`src/armCtrlPkg.sv`:
```
`default_nettype none

package armCtrlPkg;

  // ====================
  // Widths
  // ====================
  localparam int INSTR_W = 32;          // Instruction and ALU result
  localparam int OP_W    = 4;           // DP opcode field, bits 24:21

  // Instruction classes on bits 27:25
  localparam logic [2:0] CLS_DPREG  = 3'b000;
  localparam logic [2:0] CLS_DPIMM  = 3'b001;
  localparam logic [2:0] CLS_LSIMM  = 3'b010;  // I bit clear means immediate offset
  localparam logic [2:0] CLS_LSREG  = 3'b011;  // Bit 4 set is the undefined space
  localparam logic [2:0] CLS_BRANCH = 3'b101;

  // ALU opcodes used by the control path
  localparam logic [OP_W-1:0] ALU_SUB = 4'b0010;
  localparam logic [OP_W-1:0] ALU_ADD = 4'b0100;
  localparam logic [OP_W-1:0] ALU_TST = 4'b1000;
  localparam logic [OP_W-1:0] ALU_TEQ = 4'b1001;
  localparam logic [OP_W-1:0] ALU_CMP = 4'b1010;
  localparam logic [OP_W-1:0] ALU_CMN = 4'b1011;

  localparam logic [3:0] PC_REG = 4'd15;

  // ====================
  // Condition codes
  // ====================
  localparam logic [3:0] COND_EQ = 4'h0;
  localparam logic [3:0] COND_NE = 4'h1;
  localparam logic [3:0] COND_CS = 4'h2;
  localparam logic [3:0] COND_CC = 4'h3;
  localparam logic [3:0] COND_MI = 4'h4;
  localparam logic [3:0] COND_PL = 4'h5;
  localparam logic [3:0] COND_VS = 4'h6;
  localparam logic [3:0] COND_VC = 4'h7;
  localparam logic [3:0] COND_HI = 4'h8;
  localparam logic [3:0] COND_LS = 4'h9;
  localparam logic [3:0] COND_GE = 4'hA;
  localparam logic [3:0] COND_LT = 4'hB;
  localparam logic [3:0] COND_GT = 4'hC;
  localparam logic [3:0] COND_LE = 4'hD;
  localparam logic [3:0] COND_AL = 4'hE;
  localparam logic [3:0] COND_NV = 4'hF;  // Never executes here

  // ====================
  // Stage payloads
  // ====================
  typedef struct packed {
    logic n;
    logic z;
    logic c;
    logic v;
  } flags_t;

  // Decode to execute
  typedef struct packed {
    logic            valid;       // Instruction present
    logic [3:0]      cond;
    logic [OP_W-1:0] aluControl;
    logic            aluSrc;      // Immediate operand B
    logic            regWrite;
    logic            memWrite;
    logic            memtoReg;
    logic            branch;
    logic            pcSrc;
    logic [1:0]      flagWrite;   // {NZ, CV}
    logic            byteAccess;
  } decExec_t;

  // Execute to memory, already gated by the condition
  typedef struct packed {
    logic       memWrite;
    logic       memtoReg;
    logic       regWrite;
    logic       pcSrc;
    flags_t     flagsNext;
    logic       setFlags;
    logic [3:0] byteMask;
  } execMem_t;

  // Memory to writeback
  typedef struct packed {
    logic   memtoReg;
    logic   regWrite;
    logic   pcSrc;
    flags_t flagsNext;
    logic   setFlags;
  } memWb_t;

  // Output bundles
  typedef struct packed {
    logic [OP_W-1:0] aluControl;
    logic            aluSrc;
    logic            branchTaken;
    flags_t          flagsE;      // Forwarded NZCV
  } exCtrl_t;

  typedef struct packed {
    logic       memWrite;
    logic       memtoReg;
    logic       regWrite;
    logic [3:0] byteMask;
  } memCtrl_t;

  typedef struct packed {
    logic memtoReg;
    logic regWrite;
    logic pcSrc;
  } wbCtrl_t;

endpackage

`default_nettype wire

```
`src/ctrlDecoder.sv`:
```
`timescale 1ns/100ps
`default_nettype none

module ctrlDecoder (
  input  logic [armCtrlPkg::INSTR_W-1:0] instrD,
  input  logic                           instrValidD,
  output armCtrlPkg::decExec_t           decCtrl
);

  import armCtrlPkg::*;

  // ====================
  // Instruction fields
  // ====================
  logic [2:0]      instrClass;
  logic [OP_W-1:0] dpOpcode;
  logic [3:0]      rd;
  logic            sBit;
  logic            uBit;
  logic            bBit;
  logic            lBit;
  logic            iBit;

  logic            isDp;
  logic            isLdrStr;
  logic            isBranch;
  logic            isTest;
  logic            isArith;

  decExec_t        ctrl;

  assign instrClass = instrD[27:25];
  assign dpOpcode   = instrD[24:21];
  assign rd         = instrD[15:12];  // Destination register
  assign sBit       = instrD[20];     // Set flags on DP
  assign lBit       = instrD[20];     // Load on LDR/STR, same position as S
  assign uBit       = instrD[23];     // Add offset when set
  assign bBit       = instrD[22];     // Byte access
  assign iBit       = instrD[25];     // Register offset for LDR/STR

  // Class decode
  always_comb begin
    isDp     = 1'b0;
    isLdrStr = 1'b0;
    isBranch = 1'b0;
    case (instrClass)
      CLS_DPREG,
      CLS_DPIMM:  isDp = 1'b1;
      CLS_LSIMM:  isLdrStr = 1'b1;
      CLS_LSREG:  isLdrStr = ~instrD[4];  // Bit 4 set falls into undefined
      CLS_BRANCH: isBranch = 1'b1;
      default:    isDp = 1'b0;            // LDM/STM, coprocessor, SWI
    endcase
  end

  // Compare and test ops only touch the flags
  assign isTest  = dpOpcode inside {ALU_TST, ALU_TEQ, ALU_CMP, ALU_CMN};

  // SUB through RSC plus CMP and CMN produce real C and V
  assign isArith = dpOpcode inside {[4'b0010:4'b0111], ALU_CMP, ALU_CMN};

  // ====================
  // Control formation
  // ====================
  always_comb begin
    ctrl            = '0;
    ctrl.valid      = 1'b1;
    ctrl.cond       = instrD[31:28];
    ctrl.aluControl = ALU_ADD;  // Default for branch and unknown patterns
    if (isDp) begin
      ctrl.aluControl = dpOpcode;
      ctrl.aluSrc     = (instrClass == CLS_DPIMM);
      ctrl.regWrite   = ~isTest;
      ctrl.flagWrite  = {sBit, sBit & isArith};  // Logical ops leave C and V alone
    end else if (isLdrStr) begin
      ctrl.aluControl = uBit ? ALU_ADD : ALU_SUB;  // Base plus or minus offset
      ctrl.aluSrc     = ~iBit;                     // Inverted sense for loads and stores
      ctrl.regWrite   = lBit;
      ctrl.memtoReg   = lBit;
      ctrl.memWrite   = ~lBit;
      ctrl.byteAccess = bBit;
    end else if (isBranch) begin
      ctrl.aluSrc = 1'b1;  // PC plus offset
      ctrl.branch = 1'b1;
    end

    // PC gets written by a branch or by any register write to R15
    ctrl.pcSrc = ((rd == PC_REG) & ctrl.regWrite) | ctrl.branch;
  end

  // Bubbles carry an all-zero payload
  assign decCtrl = instrValidD ? ctrl : '0;

endmodule

`default_nettype wire

```
`src/stageReg.sv`:
```
`timescale 1ns/100ps
`default_nettype none

// One register per stage boundary
// The payload struct carries its own valid and control bits
module stageReg #(
  parameter type payload_t = logic
) (
  input  logic     clk,
  input  logic     arstN,
  input  payload_t d,
  output payload_t q
);

  // ====================
  // Stage flop
  // ====================
  // No stall or flush so the pipeline moves every cycle
  always_ff @(posedge clk or negedge arstN) begin
    if (!arstN) begin
      q <= '0;  // Clears valid and every write enable
    end else begin
      q <= d;
    end
  end

endmodule

`default_nettype wire

```
`src/execCond.sv`:
```
`timescale 1ns/100ps
`default_nettype none

module execCond (
  input  armCtrlPkg::decExec_t decCtrlE,
  input  armCtrlPkg::flags_t   flagsE,     // Forwarded NZCV
  input  armCtrlPkg::flags_t   aluFlagsE,  // Result flags of this instruction
  input  logic [1:0]           addrLow,
  output armCtrlPkg::exCtrl_t  exCtrl,
  output armCtrlPkg::execMem_t memCtrl
);

  import armCtrlPkg::*;

  logic       condEx;
  flags_t     flagsNext;
  logic [3:0] byteMask;

  // ====================
  // Condition check
  // ====================
  always_comb begin
    case (decCtrlE.cond)
      COND_EQ: condEx = flagsE.z;
      COND_NE: condEx = ~flagsE.z;
      COND_CS: condEx = flagsE.c;
      COND_CC: condEx = ~flagsE.c;
      COND_MI: condEx = flagsE.n;
      COND_PL: condEx = ~flagsE.n;
      COND_VS: condEx = flagsE.v;
      COND_VC: condEx = ~flagsE.v;
      COND_HI: condEx = flagsE.c & ~flagsE.z;
      COND_LS: condEx = ~flagsE.c | flagsE.z;
      COND_GE: condEx = (flagsE.n == flagsE.v);
      COND_LT: condEx = (flagsE.n != flagsE.v);
      COND_GT: condEx = ~flagsE.z & (flagsE.n == flagsE.v);
      COND_LE: condEx = flagsE.z | (flagsE.n != flagsE.v);
      COND_AL: condEx = 1'b1;
      COND_NV: condEx = 1'b0;
      default: condEx = 1'b0;
    endcase
  end

  // Split flag update
  // Unwritten flags keep the forwarded values
  always_comb begin
    flagsNext = flagsE;
    if (decCtrlE.flagWrite[1]) begin
      flagsNext.n = aluFlagsE.n;
      flagsNext.z = aluFlagsE.z;
    end
    if (decCtrlE.flagWrite[0]) begin
      flagsNext.c = aluFlagsE.c;
      flagsNext.v = aluFlagsE.v;
    end
  end

  // One lane per byte store, all lanes for a word
  assign byteMask = decCtrlE.byteAccess ? (4'b0001 << addrLow) : 4'b1111;

  // ====================
  // Outputs
  // ====================
  assign exCtrl.aluControl  = decCtrlE.aluControl;
  assign exCtrl.aluSrc      = decCtrlE.aluSrc;
  assign exCtrl.branchTaken = decCtrlE.branch & condEx;
  assign exCtrl.flagsE      = flagsE;

  always_comb begin
    memCtrl = '0;  // Bubble stays all zero
    if (decCtrlE.valid) begin
      memCtrl.memWrite  = decCtrlE.memWrite & condEx;
      memCtrl.memtoReg  = decCtrlE.memtoReg & condEx;
      memCtrl.regWrite  = decCtrlE.regWrite & condEx;
      memCtrl.pcSrc     = decCtrlE.pcSrc & condEx;
      memCtrl.flagsNext = flagsNext;
      memCtrl.setFlags  = (|decCtrlE.flagWrite) & condEx;
      memCtrl.byteMask  = byteMask;
    end
  end

endmodule

`default_nettype wire

```
`src/flagFile.sv`:
```
`timescale 1ns/100ps
`default_nettype none

module flagFile (
  input  logic                 clk,
  input  logic                 arstN,
  input  armCtrlPkg::execMem_t memFlags,  // Memory stage register
  input  armCtrlPkg::memWb_t   wbFlags,   // Writeback stage register
  output armCtrlPkg::flags_t   flagsE
);

  import armCtrlPkg::*;

  flags_t flagsQ;  // Architectural NZCV

  // ====================
  // NZCV register
  // ====================
  always_ff @(posedge clk or negedge arstN) begin
    if (!arstN) begin
      flagsQ <= '0;
    end else if (wbFlags.setFlags) begin
      flagsQ <= wbFlags.flagsNext;  // Commit in writeback
    end
  end

  // ====================
  // Forwarding
  // ====================
  // Newest pending update wins
  // Memory stage is younger than writeback
  always_comb begin
    if (memFlags.setFlags) begin
      flagsE = memFlags.flagsNext;
    end else if (wbFlags.setFlags) begin
      flagsE = wbFlags.flagsNext;
    end else begin
      flagsE = flagsQ;
    end
  end

endmodule

`default_nettype wire

```
`src/armCtrl.sv`:
```
`timescale 1ns/100ps
`default_nettype none

module armCtrl (
  input  logic                           clk,
  input  logic                           arstN,
  input  logic                           instrValidD,
  input  logic [armCtrlPkg::INSTR_W-1:0] instrD,
  input  armCtrlPkg::flags_t             aluFlagsE,
  input  logic [1:0]                     aluResultE,  // Low address bits
  output armCtrlPkg::exCtrl_t            exCtrlE,
  output armCtrlPkg::memCtrl_t           memCtrlM,
  output armCtrlPkg::wbCtrl_t            wbCtrlW
);

  import armCtrlPkg::*;

  decExec_t decCtrlD;   // Decoder output
  decExec_t decCtrlE;   // Held for execute
  execMem_t execMemE;   // Gated execute result
  execMem_t execMemM;
  memWb_t   memWbM;     // Slice passed on to writeback
  memWb_t   memWbW;
  flags_t   flagsE;

  // ====================
  // Decode
  // ====================
  ctrlDecoder decoder (
    .instrD      (instrD),
    .instrValidD (instrValidD),
    .decCtrl     (decCtrlD)
  );

  stageReg #(.payload_t(decExec_t)) regDE (
    .clk   (clk),
    .arstN (arstN),
    .d     (decCtrlD),
    .q     (decCtrlE)
  );

  // ====================
  // Execute
  // ====================
  execCond execUnit (
    .decCtrlE  (decCtrlE),
    .flagsE    (flagsE),
    .aluFlagsE (aluFlagsE),
    .addrLow   (aluResultE),
    .exCtrl    (exCtrlE),
    .memCtrl   (execMemE)
  );

  stageReg #(.payload_t(execMem_t)) regEM (
    .clk   (clk),
    .arstN (arstN),
    .d     (execMemE),
    .q     (execMemM)
  );

  // ====================
  // Memory
  // ====================
  assign memCtrlM.memWrite = execMemM.memWrite;
  assign memCtrlM.memtoReg = execMemM.memtoReg;
  assign memCtrlM.regWrite = execMemM.regWrite;
  assign memCtrlM.byteMask = execMemM.byteMask;

  // Byte mask stops here
  assign memWbM.memtoReg  = execMemM.memtoReg;
  assign memWbM.regWrite  = execMemM.regWrite;
  assign memWbM.pcSrc     = execMemM.pcSrc;
  assign memWbM.flagsNext = execMemM.flagsNext;
  assign memWbM.setFlags  = execMemM.setFlags;

  stageReg #(.payload_t(memWb_t)) regMW (
    .clk   (clk),
    .arstN (arstN),
    .d     (memWbM),
    .q     (memWbW)
  );

  // ====================
  // Writeback
  // ====================
  assign wbCtrlW.memtoReg = memWbW.memtoReg;
  assign wbCtrlW.regWrite = memWbW.regWrite;
  assign wbCtrlW.pcSrc    = memWbW.pcSrc;

  flagFile flagRegs (
    .clk      (clk),
    .arstN    (arstN),
    .memFlags (execMemM),
    .wbFlags  (memWbW),
    .flagsE   (flagsE)
  );

endmodule

`default_nettype wire

```
`config.mk`:
```
export PLATFORM = sky130hd
export DESIGN_NAME = armCtrl
export DESIGN_NICKNAME = d
export VERILOG_FILES = /design/src/armCtrlPkg.sv /design/src/ctrlDecoder.sv /design/src/stageReg.sv /design/src/execCond.sv /design/src/flagFile.sv /design/src/armCtrl.sv
export SDC_FILE = /design/constraint.sdc
export NUM_CORES = 1
export LEC_CHECK = 0
export BUFFER_PORTS_ARGS = -buffer_cell sky130_fd_sc_hd__buf_4
export CAP_MARGIN = 15
export CELL_PAD_IN_SITES_DETAIL_PLACEMENT = 1
export CELL_PAD_IN_SITES_GLOBAL_PLACEMENT = 1
export CORE_UTILIZATION = 44
export CTS_BUF_LIST = sky130_fd_sc_hd__clkbuf_4 sky130_fd_sc_hd__clkbuf_8
export DETAILED_ROUTE_END_ITERATION = 10
export GPL_TIMING_DRIVEN = 0
export PLACE_DENSITY = 0.92
export SKIP_CTS_REPAIR_TIMING = 1
export SLEW_MARGIN = 20
export SYNTH_ARGS = -nofsm -noshare
export SYNTH_HDL_FRONTEND = slang
export SYNTH_HIERARCHICAL = 1
export SYNTH_SLANG_ARGS = --single-unit
```
`constraint.sdc`:
```
create_clock -name clk -period 5.73 [get_ports clk]
set_clock_uncertainty 0.15 [all_clocks]
set_input_delay 1.146 -clock clk [delete_from_list [all_inputs] [get_ports clk]]
set_output_delay 1.146 -clock clk [all_outputs]
set_load 0.01 [all_outputs]
```
Yosys cells after proc, flatten, opt, wreduce, memory -nomap -nowiden --
Index checks and enable logic that the tools add are counted. Widths: inputs -> output; s select.
Word-level totals: bits of input ports 41, logic and storage cells 112, register bits after elaboration 43
Operators by class: bitwise logic cells 21, magnitude comparators 2, shift operators 1, equality and inequality tests 26, reductions and logical operators 7, muxes and demuxes 22
Operators with widths (number):
- $eq 4x4->1 const B | 13
- $mux 18 | 1
- $eq 4x3->1 const B | 4
- $mux 4 | 4
- $pmux 1 s16 | 1
- $mux 13 | 1
- $and 1x1->1 | 10
- $mux 3 | 3
- $eq 4x2->1 const B | 2
- $not 1->1 | 8
- $mux 1 | 7
- $eq 3x2->1 const B | 2
- $mux 2 | 3
- $mux 6 | 1
- $eq 4x1->1 const B | 1
- $ge 4x2->1 const B | 1
- $le 4x3->1 const B | 1
- $logic_not 4->1 | 1
- $reduce_bool 4->1 | 1
- $reduce_or 2->1 | 2
- $shl 1x2->4 const A | 1
- $eq 3x1->1 const B | 1
- $eq 3x3->1 const B | 1
- $logic_not 3->1 | 1
- 6 further kinds | 8

Longest topological paths before layout --
Gate-level depths: netlist of run 1.
word-level depth 8, depth in mapped cells 7, depth with buffers taken out 6

By module --
The synthesis of run 1 kept the hierarchy.
By module, submodules not included:
- execCond | instances 1, area an instance 464.2 um^2, cells each 62
- stageReg at regDE | instances 1, area an instance 450.4 um^2, cells each 18
- stageReg at regEM | instances 1, area an instance 325.3 um^2, cells each 13
- ctrlDecoder | instances 1, area an instance 227.7 um^2, cells each 31
- stageReg at regMW | instances 1, area an instance 200.2 um^2, cells each 8
- flagFile | instances 1, area an instance 190.2 um^2, cells each 12

Worst setup path before layout of run 1 --
Ideal clock, no wire load.
kind reg-to-output, start register regMW/q[0] (netlist bit), end output port exCtrlE[4] (netlist bit), path slack 2.321 ns, cell stages (with the launch flop) 7, data arrival time 2.113 ns, cells stage by stage dfrtp_1 -> mux2_2 -> mux2_2 -> mux2_2 -> a2111oi_0 -> a211oi_2 -> a21oi_1
RTL lines:
- start: declaration | RTL line stageReg.sv:12 | output payload_t q
- start signal: assignment | RTL line stageReg.sv:21 | q <= '0;
- start signal: assignment | RTL line stageReg.sv:23 | q <= d;
- end: declaration | RTL line armCtrl.sv:11 | output armCtrlPkg::exCtrl_t exCtrlE,

==> summary.txt, run 1 <==
Outcome
  – Status: finished clean

Global routing
  – Largest net degree at the start of global routing: 44
  – Total track usage: 19.8%
  – Initial antenna violation count: 0
  – GR Overflow Total: 0
  – First-pass GRT wire length: 6320 um
  – Vias in the first global route: 1305

Run
  – Max-cap viol count: 0

Drt
  – Iteration count of the initial detailed-routing pass: 4
  – Via/cell ratio: 5.16
  – DRC Markers: 0
  – Antenna Violating Nets Remaining: 0
  – DRT iter0 DRCs: 25
  – Drt wl/cell: 16.0 um
  – Final WL: 3950 um
  – Vias: 1275

STA
  – TNS Setup: 0 ns
  – Fmax: 249 MHz
  – RSZ-0062 raised after global routing: no
  – Tmin final: 4.01 ns
  – Final hold viol count: 0
  – Slew margin rel.: 64.9%
  – Max Slew Vio Count: 0
  – Count of final setup violators: 0
  – Slew @ Worst Pin: 0.526 ns
  – Fin crit share: 70.0%

Synth
  – Netlist cell types: 44
  – Main synth FF type: dfrtp_1
  – Post-synth EDFFs: 0
  – Sequential area share after synthesis: 57.9%
  – Post-synthesis compound-gate area fraction: 10.6%
  – Yosys warning count: 6
  – Mapped cell area: 1860 sq um
  – Async set-reset flop share out of synthesis: 100%
  – Syn Area/Cell: 12.9 sq um
  – Mux cell area share after synthesis: 8.69%
  – Synth Area in Simple Gates: 15.6%
  – Mapped Nets: 185
  – Largest family of logic cells by synthesized area: simple AND/OR/NAND/NOR gates
  – Synth Register Bits: 43
  – Xor/xnor share of the synthesized area: 1.75%
  – Mapped Cells: 144
  – Synth Area in Adders: 0%

Floorplanning
  – Core Box Area: 4030 sq um
  – Io pins: 61
  – DIE WIDTH: 67.0 um
  – FP Rows: 23
  – Die height: 67.0 um
  – Initial core utilization: 46.1%
  – Die ar.: 4490 sq um

Final layout
  – Ant diodes: 0
  – Filler Cell Count: 431
  – Post-Layout Cell Count: 247
  – Layout cell share with drive strength beyond 1: 43.7%
  – Final #Nets: 237
  – Final instance area: 2370 sq um
  – Area Overhead vs Synth: 27.6%

Clocking
  – CTS tree: built
  – Root Buffer: clkbuf_8
  – Total CTS buffers: 5
  – Clock sink count: 43
  – # H-tree levels: 2
  – Clk Latency, worst-skew pair: 0.30 ns
  – Clock buffer depth: 2
  – Worst-path clk slew: 0.08 ns

Power and ir drop
  – PwrDens: 260 nW/um^2
  – VDD IR-drop max: 140 uV
  – Static leakage: 1.20 nW
  – Final Total Pwr: 0.617 mW

Worst setup path
  – CP Launch Type: flip-flop
  – CP endpoint kind: output port
  – CP Data Arrival Time: 2.72 ns
  – Crit Path Max Fanout: 6
  – Worst Path Required: 4.43 ns
  – Critical setup path kind: flip-flop to output port

Worst hold path
  – Hold Crit Class: flip-flop to flip-flop

Place
  – Hpwl dp: 3010 um
  – Routability Congestion: 0.795
  – Placed Area: 2260 sq um
  – # port buffers: 45
  – Cell total after placement: 239
[sequential cells by signal, summed over array words and instances (netlist names)]
register         count
regDE/q             18
flagRegs/flagsQ      4
regMW/q              8
regEM/q             13
[power by group]
group | leakage (nW) | switching (mW) | total [mW] | internal (mW)
clock network | 0.0581 | 0.105 | 0.234 | 0.130
logic | 0.563 | 0.0310 | 0.0654 | 0.0344
registers | 0.579 | 0.00539 | 0.317 | 0.312
[worst paths after layout]
path / slack [ns] / depth (start not counted) / startpoint / to
setup reg to reg: 3.17 / 7 / regMW/q[0] / regEM/q[9]
hold / removal: 0.20 / 0 / regEM/q[9] / regMW/q[5]
setup / recovery: 1.72 / 7 / regMW/q[0] / exCtrlE[4]
max in group asynchronous: 4.39 / 1 / arstN / regEM/q[4]
min in group asynchronous: 0.67 / 1 / arstN / regEM/q[2]
hold reg to reg: 0.20 / 0 / regEM/q[9] / regMW/q[5]
[final cells by class]
class | instances | area [sq um] | share of cell area [%]
Buffer | 14 | 101 | 4.27
Clock buffer | 5 | 68.8 | 2.90
Clock inverter | 3 | 43.8 | 1.85
Multi-Input combinational cell | 87 | 681 | 28.7
Sequential cell | 43 | 1080 | 45.4
Tap cell | 50 | 62.6 | 2.64
Timing Repair Buffer | 45 | 338 | 14.2
[metal layers]
metal / up-vias / part of all wire (%) / wire, um / global-route usage [%]
met5: - / 0 / 0 / 0
li1: 591 / - / - / -
met3: 6 / 5.5 / 216 / 5.65
met2: 47 / 53 / 2100 / 35.2
met1: 631 / 40 / 1580 / 22.2
met4: 0 / 1.4 / 57 / 6.91
[critical path, stage by stage, from the launching register on]
cell	delay [ns]
dfrtp_1	0.42
mux2_2	0.37
mux2_2	0.34
mux2_2	0.29
a2111oi_0	0.49
a211oi_2	0.16
a21oi_1	0.21
buf_4	0.15
[cell usage in the layout (no fill, tap or decap), types with 2 or more instances in the layout]
cell / netlist / routed
mux2_2: 9 / 9
and2_1: 8 / 8
nand2b_1: 3 / 3
nor3b_1: 2 / 2
nand3_1: 4 / 4
nor2b_1: 7 / 7
mux2i_1: 6 / 6
a21boi_0: 3 / 3
buf_4: 10 / 55
clkbuf_8: 0 / 5
dfrtp_1: 43 / 43
a21oi_1: 8 / 8
nor2_1: 3 / 3
nand2_1: 6 / 6
and3_1: 2 / 2
[through the flow]
stage | worst slack [ns] | util (%) | hold WS (ns)
final | 1.72 | 58.9 | 0.201
after global routing | 1.55 | 58.9 | 0.226
after CTS | 1.69 | 58.9 | 0.205
after detailed placement | 2.00 | 56.1 | 0.187
after global placement | 2.13 | 56.1 | 0.187
after floorplan | 2.32 | - | 0.181
[cell families (layout without fill, tap and decap cells)]
family / Yosys count / count (layout)
multiplexers: 15 / 15
AO/OA/AOI/OAI: 25 / 25
AND/OR/NAND/NOR: 45 / 45
buffers and inverters: 14 / 67
XOR/XNOR: 2 / 2
flip-flops: 43 / 43
[synthesized netlist by cell type, types with 3 or more instances]
library cell  count  area, sq um
a21boi_0          3         22.5
a21oi_1           8         40.0
and2_1            8         50.1
buf_4            10         75.1
dfrtp_1          43         1080
mux2_2            9          101
mux2i_1           6         60.1
nand2_1           6         22.5
nand2b_1          3         18.8
nand3_1           4         20.0
nor2_1            3         11.3
nor2b_1           7         43.8
No activity file was read; power rests on OpenSTA's default activity.
==> run 2, diff against run 1 <==
--- a/config.mk
+++ b/config.mk
@@ -9,11 +9,11 @@
 export CAP_MARGIN = 15
 export CELL_PAD_IN_SITES_DETAIL_PLACEMENT = 1
 export CELL_PAD_IN_SITES_GLOBAL_PLACEMENT = 1
-export CORE_UTILIZATION = 44
+export CORE_UTILIZATION = 37
 export CTS_BUF_LIST = sky130_fd_sc_hd__clkbuf_4 sky130_fd_sc_hd__clkbuf_8
 export DETAILED_ROUTE_END_ITERATION = 10
 export GPL_TIMING_DRIVEN = 0
-export PLACE_DENSITY = 0.92
+export PLACE_DENSITY = 0.83
 export SKIP_CTS_REPAIR_TIMING = 1
 export SLEW_MARGIN = 20
 export SYNTH_ARGS = -nofsm -noshare
==> constraint.sdc (replaced) <==
create_clock -name clk -period 3.45 [get_ports clk]
set_clock_uncertainty 0.15 [all_clocks]
set_input_delay 0.69 -clock clk [delete_from_list [all_inputs] [get_ports clk]]
set_output_delay 0.69 -clock clk [all_outputs]
set_load 0.01 [all_outputs]
==> summary.txt, run 2 (synthesis results as in run 1) <==
Outcome
  – Status: finished clean

Drt
  – Final WL: 3780 um
  – Vias: 1251
  – Antenna Violating Nets Remaining: 0
  – Iteration count of the initial detailed-routing pass: 4
  – Drt wl/cell: 14.2 um
  – Via/cell ratio: 4.72
  – DRC Markers: 0
  – DRT iter0 DRCs: 33

Worst setup path
  – Worst reg2reg setup slack: 0.99 ns
  – Worst r2r path cells: 8
  – Critical setup path kind: flip-flop to output port
  – Critical R2R Launch: regMW/q[0]
  – CP Launch Type: flip-flop
  – Worst reg2reg endpoint: regEM/q[12]
  – CP endpoint kind: output port
  – Critical Path Start: regMW/q[0]
  – Worst Path Required: 2.61 ns
  – Crit Path Max Fanout: 6
  – CP Data Arrival Time: 2.54 ns

Clocking
  – # H-tree levels: 2
  – Clk Latency, worst-skew pair: 0.28 ns
  – Total CTS buffers: 5
  – Root Buffer: clkbuf_8
  – Clock buffer depth: 2
  – Clock sink count: 43
  – CTS tree: built
  – Worst-path clk slew: 0.07 ns

Final layout
  – Footprint of the multi-input gates: 703 sq um
  – Final #Nets: 238
  – Register area: 1080 sq um
  – Filler Cell Count: 531
  – Area Overhead vs Synth: 29.3%
  – Most common cell after layout, fill and taps aside: buf_4
  – Layout cell share with drive strength beyond 1: 45.5%
  – Commonest cells after routing, fill and taps aside: buf_4 (57), dfrtp_1 (43), mux2_2 (9), and2_1 (8)
  – Ant diodes: 0
  – Biggest register: regDE/q
  – Largest regs: regDE/q (18), regEM/q (13), regMW/q (8)
  – Finished Core Util: 50.2%
  – Largest register FFs: 18

Power and ir drop
  – Static leakage: 1.20 nW
  – VDD IR-drop max: 182 uV
  – PwrDens: 396 nW/um^2
  – Final Total Pwr: 0.950 mW

STA
  – Max Slew Vio Count: 0
  – Setup WS post-layout: 0.0704 ns
  – Slew margin rel.: 64.4%
  – Minimum hold slack: 0.222 ns
  – Tmin final: 3.38 ns
  – Final hold viol count: 0
  – Slew @ Worst Pin: 0.534 ns
  – Fin crit share: 98.0%
  – Count of final setup violators: 0
  – Fmax: 296 MHz

Global routing
  – Vias in the first global route: 1258
  – Total track usage: 15.4%
  – Initial antenna violation count: 0
  – GR Overflow Total: 0
  – Largest net degree at the start of global routing: 44
  – First-pass GRT wire length: 6010 um

Place
  – Hpwl dp: 2890 um
  – # port buffers: 45
  – DP Worst Slack: 0.145 ns
  – Routability Congestion: 0.745

Floorplanning
  – Die height: 72.9 um
  – Die ar.: 5310 sq um
  – Io pins: 61
  – DIE WIDTH: 72.9 um
  – FP Rows: 25
  – Initial core utilization: 38.8%
  – Core Box Area: 4790 sq um

Worst hold path
  – Hold Crit Class: flip-flop to flip-flop
  – Worst Hold End: regMW/q[4]
  – Hold Crit Depth: 0
  – Hold Path Origin: regEM/q[8]

Run
  – Max-cap viol count: 0
-- run 2: how the worst max path moves through the flow --
stage,depth (start not counted),to
final,8,exCtrlE[4]
after global routing,8,exCtrlE[4]
after CTS,7,exCtrlE[4]
after detailed placement,7,exCtrlE[4]
after global placement,7,exCtrlE[4]
after floorplan,6,exCtrlE[4]
-- run 2: metal layers --
metal	part of all wire (%)	GRT usage (%)	vias to the layer above
met1	44	18.4	608
met5	0	0	-
met4	0.82	3.92	0
met3	5.1	4.42	6
li1	-	-	595
met2	50	27.2	42
-- run 2: power by group --
| part | total (mW) | internal, mW | switching [mW] |
|---|---|---|---|
| combinational | 0.111 | 0.0601 | 0.0508 |
| clock | 0.312 | 0.158 | 0.154 |
| sequential | 0.528 | 0.518 | 0.00968 |
| total | 0.950 | 0.736 | 0.214 |
-- run 2: through the flow --
stage / cells / setup TNS (ns) / area (sq um)
after floorplan: 144 / 0 / 1860
final: 265 / 0 / 2400
after global routing: 265 / -0.0410 / 2400
after detailed placement: 256 / 0 / 2280
after global placement: 256 / 0 / 2280
after CTS: 264 / -0.194 / 2370
-- run 2: layout make-up --
type,count,share of cell area [%]
Multi-Input combinational cell,87,29.3
Clock buffer,7,3.49
Tap cell,67,3.49
Sequential cell,43,44.8
Timing Repair Buffer,47,14.7
Clock inverter,1,0.208
Buffer,13,4.06
-- run 2: worst max-delay path, stage by stage, from the launching register on --
cell and delay [ns]:
dfrtp_1 0.36, buf_4 0.13, mux2_2 0.33, mux2_2 0.32, mux2_2 0.29, a2111oi_2 0.38, a211oi_2 0.10, a21oi_2 0.18
buf_4 0.15
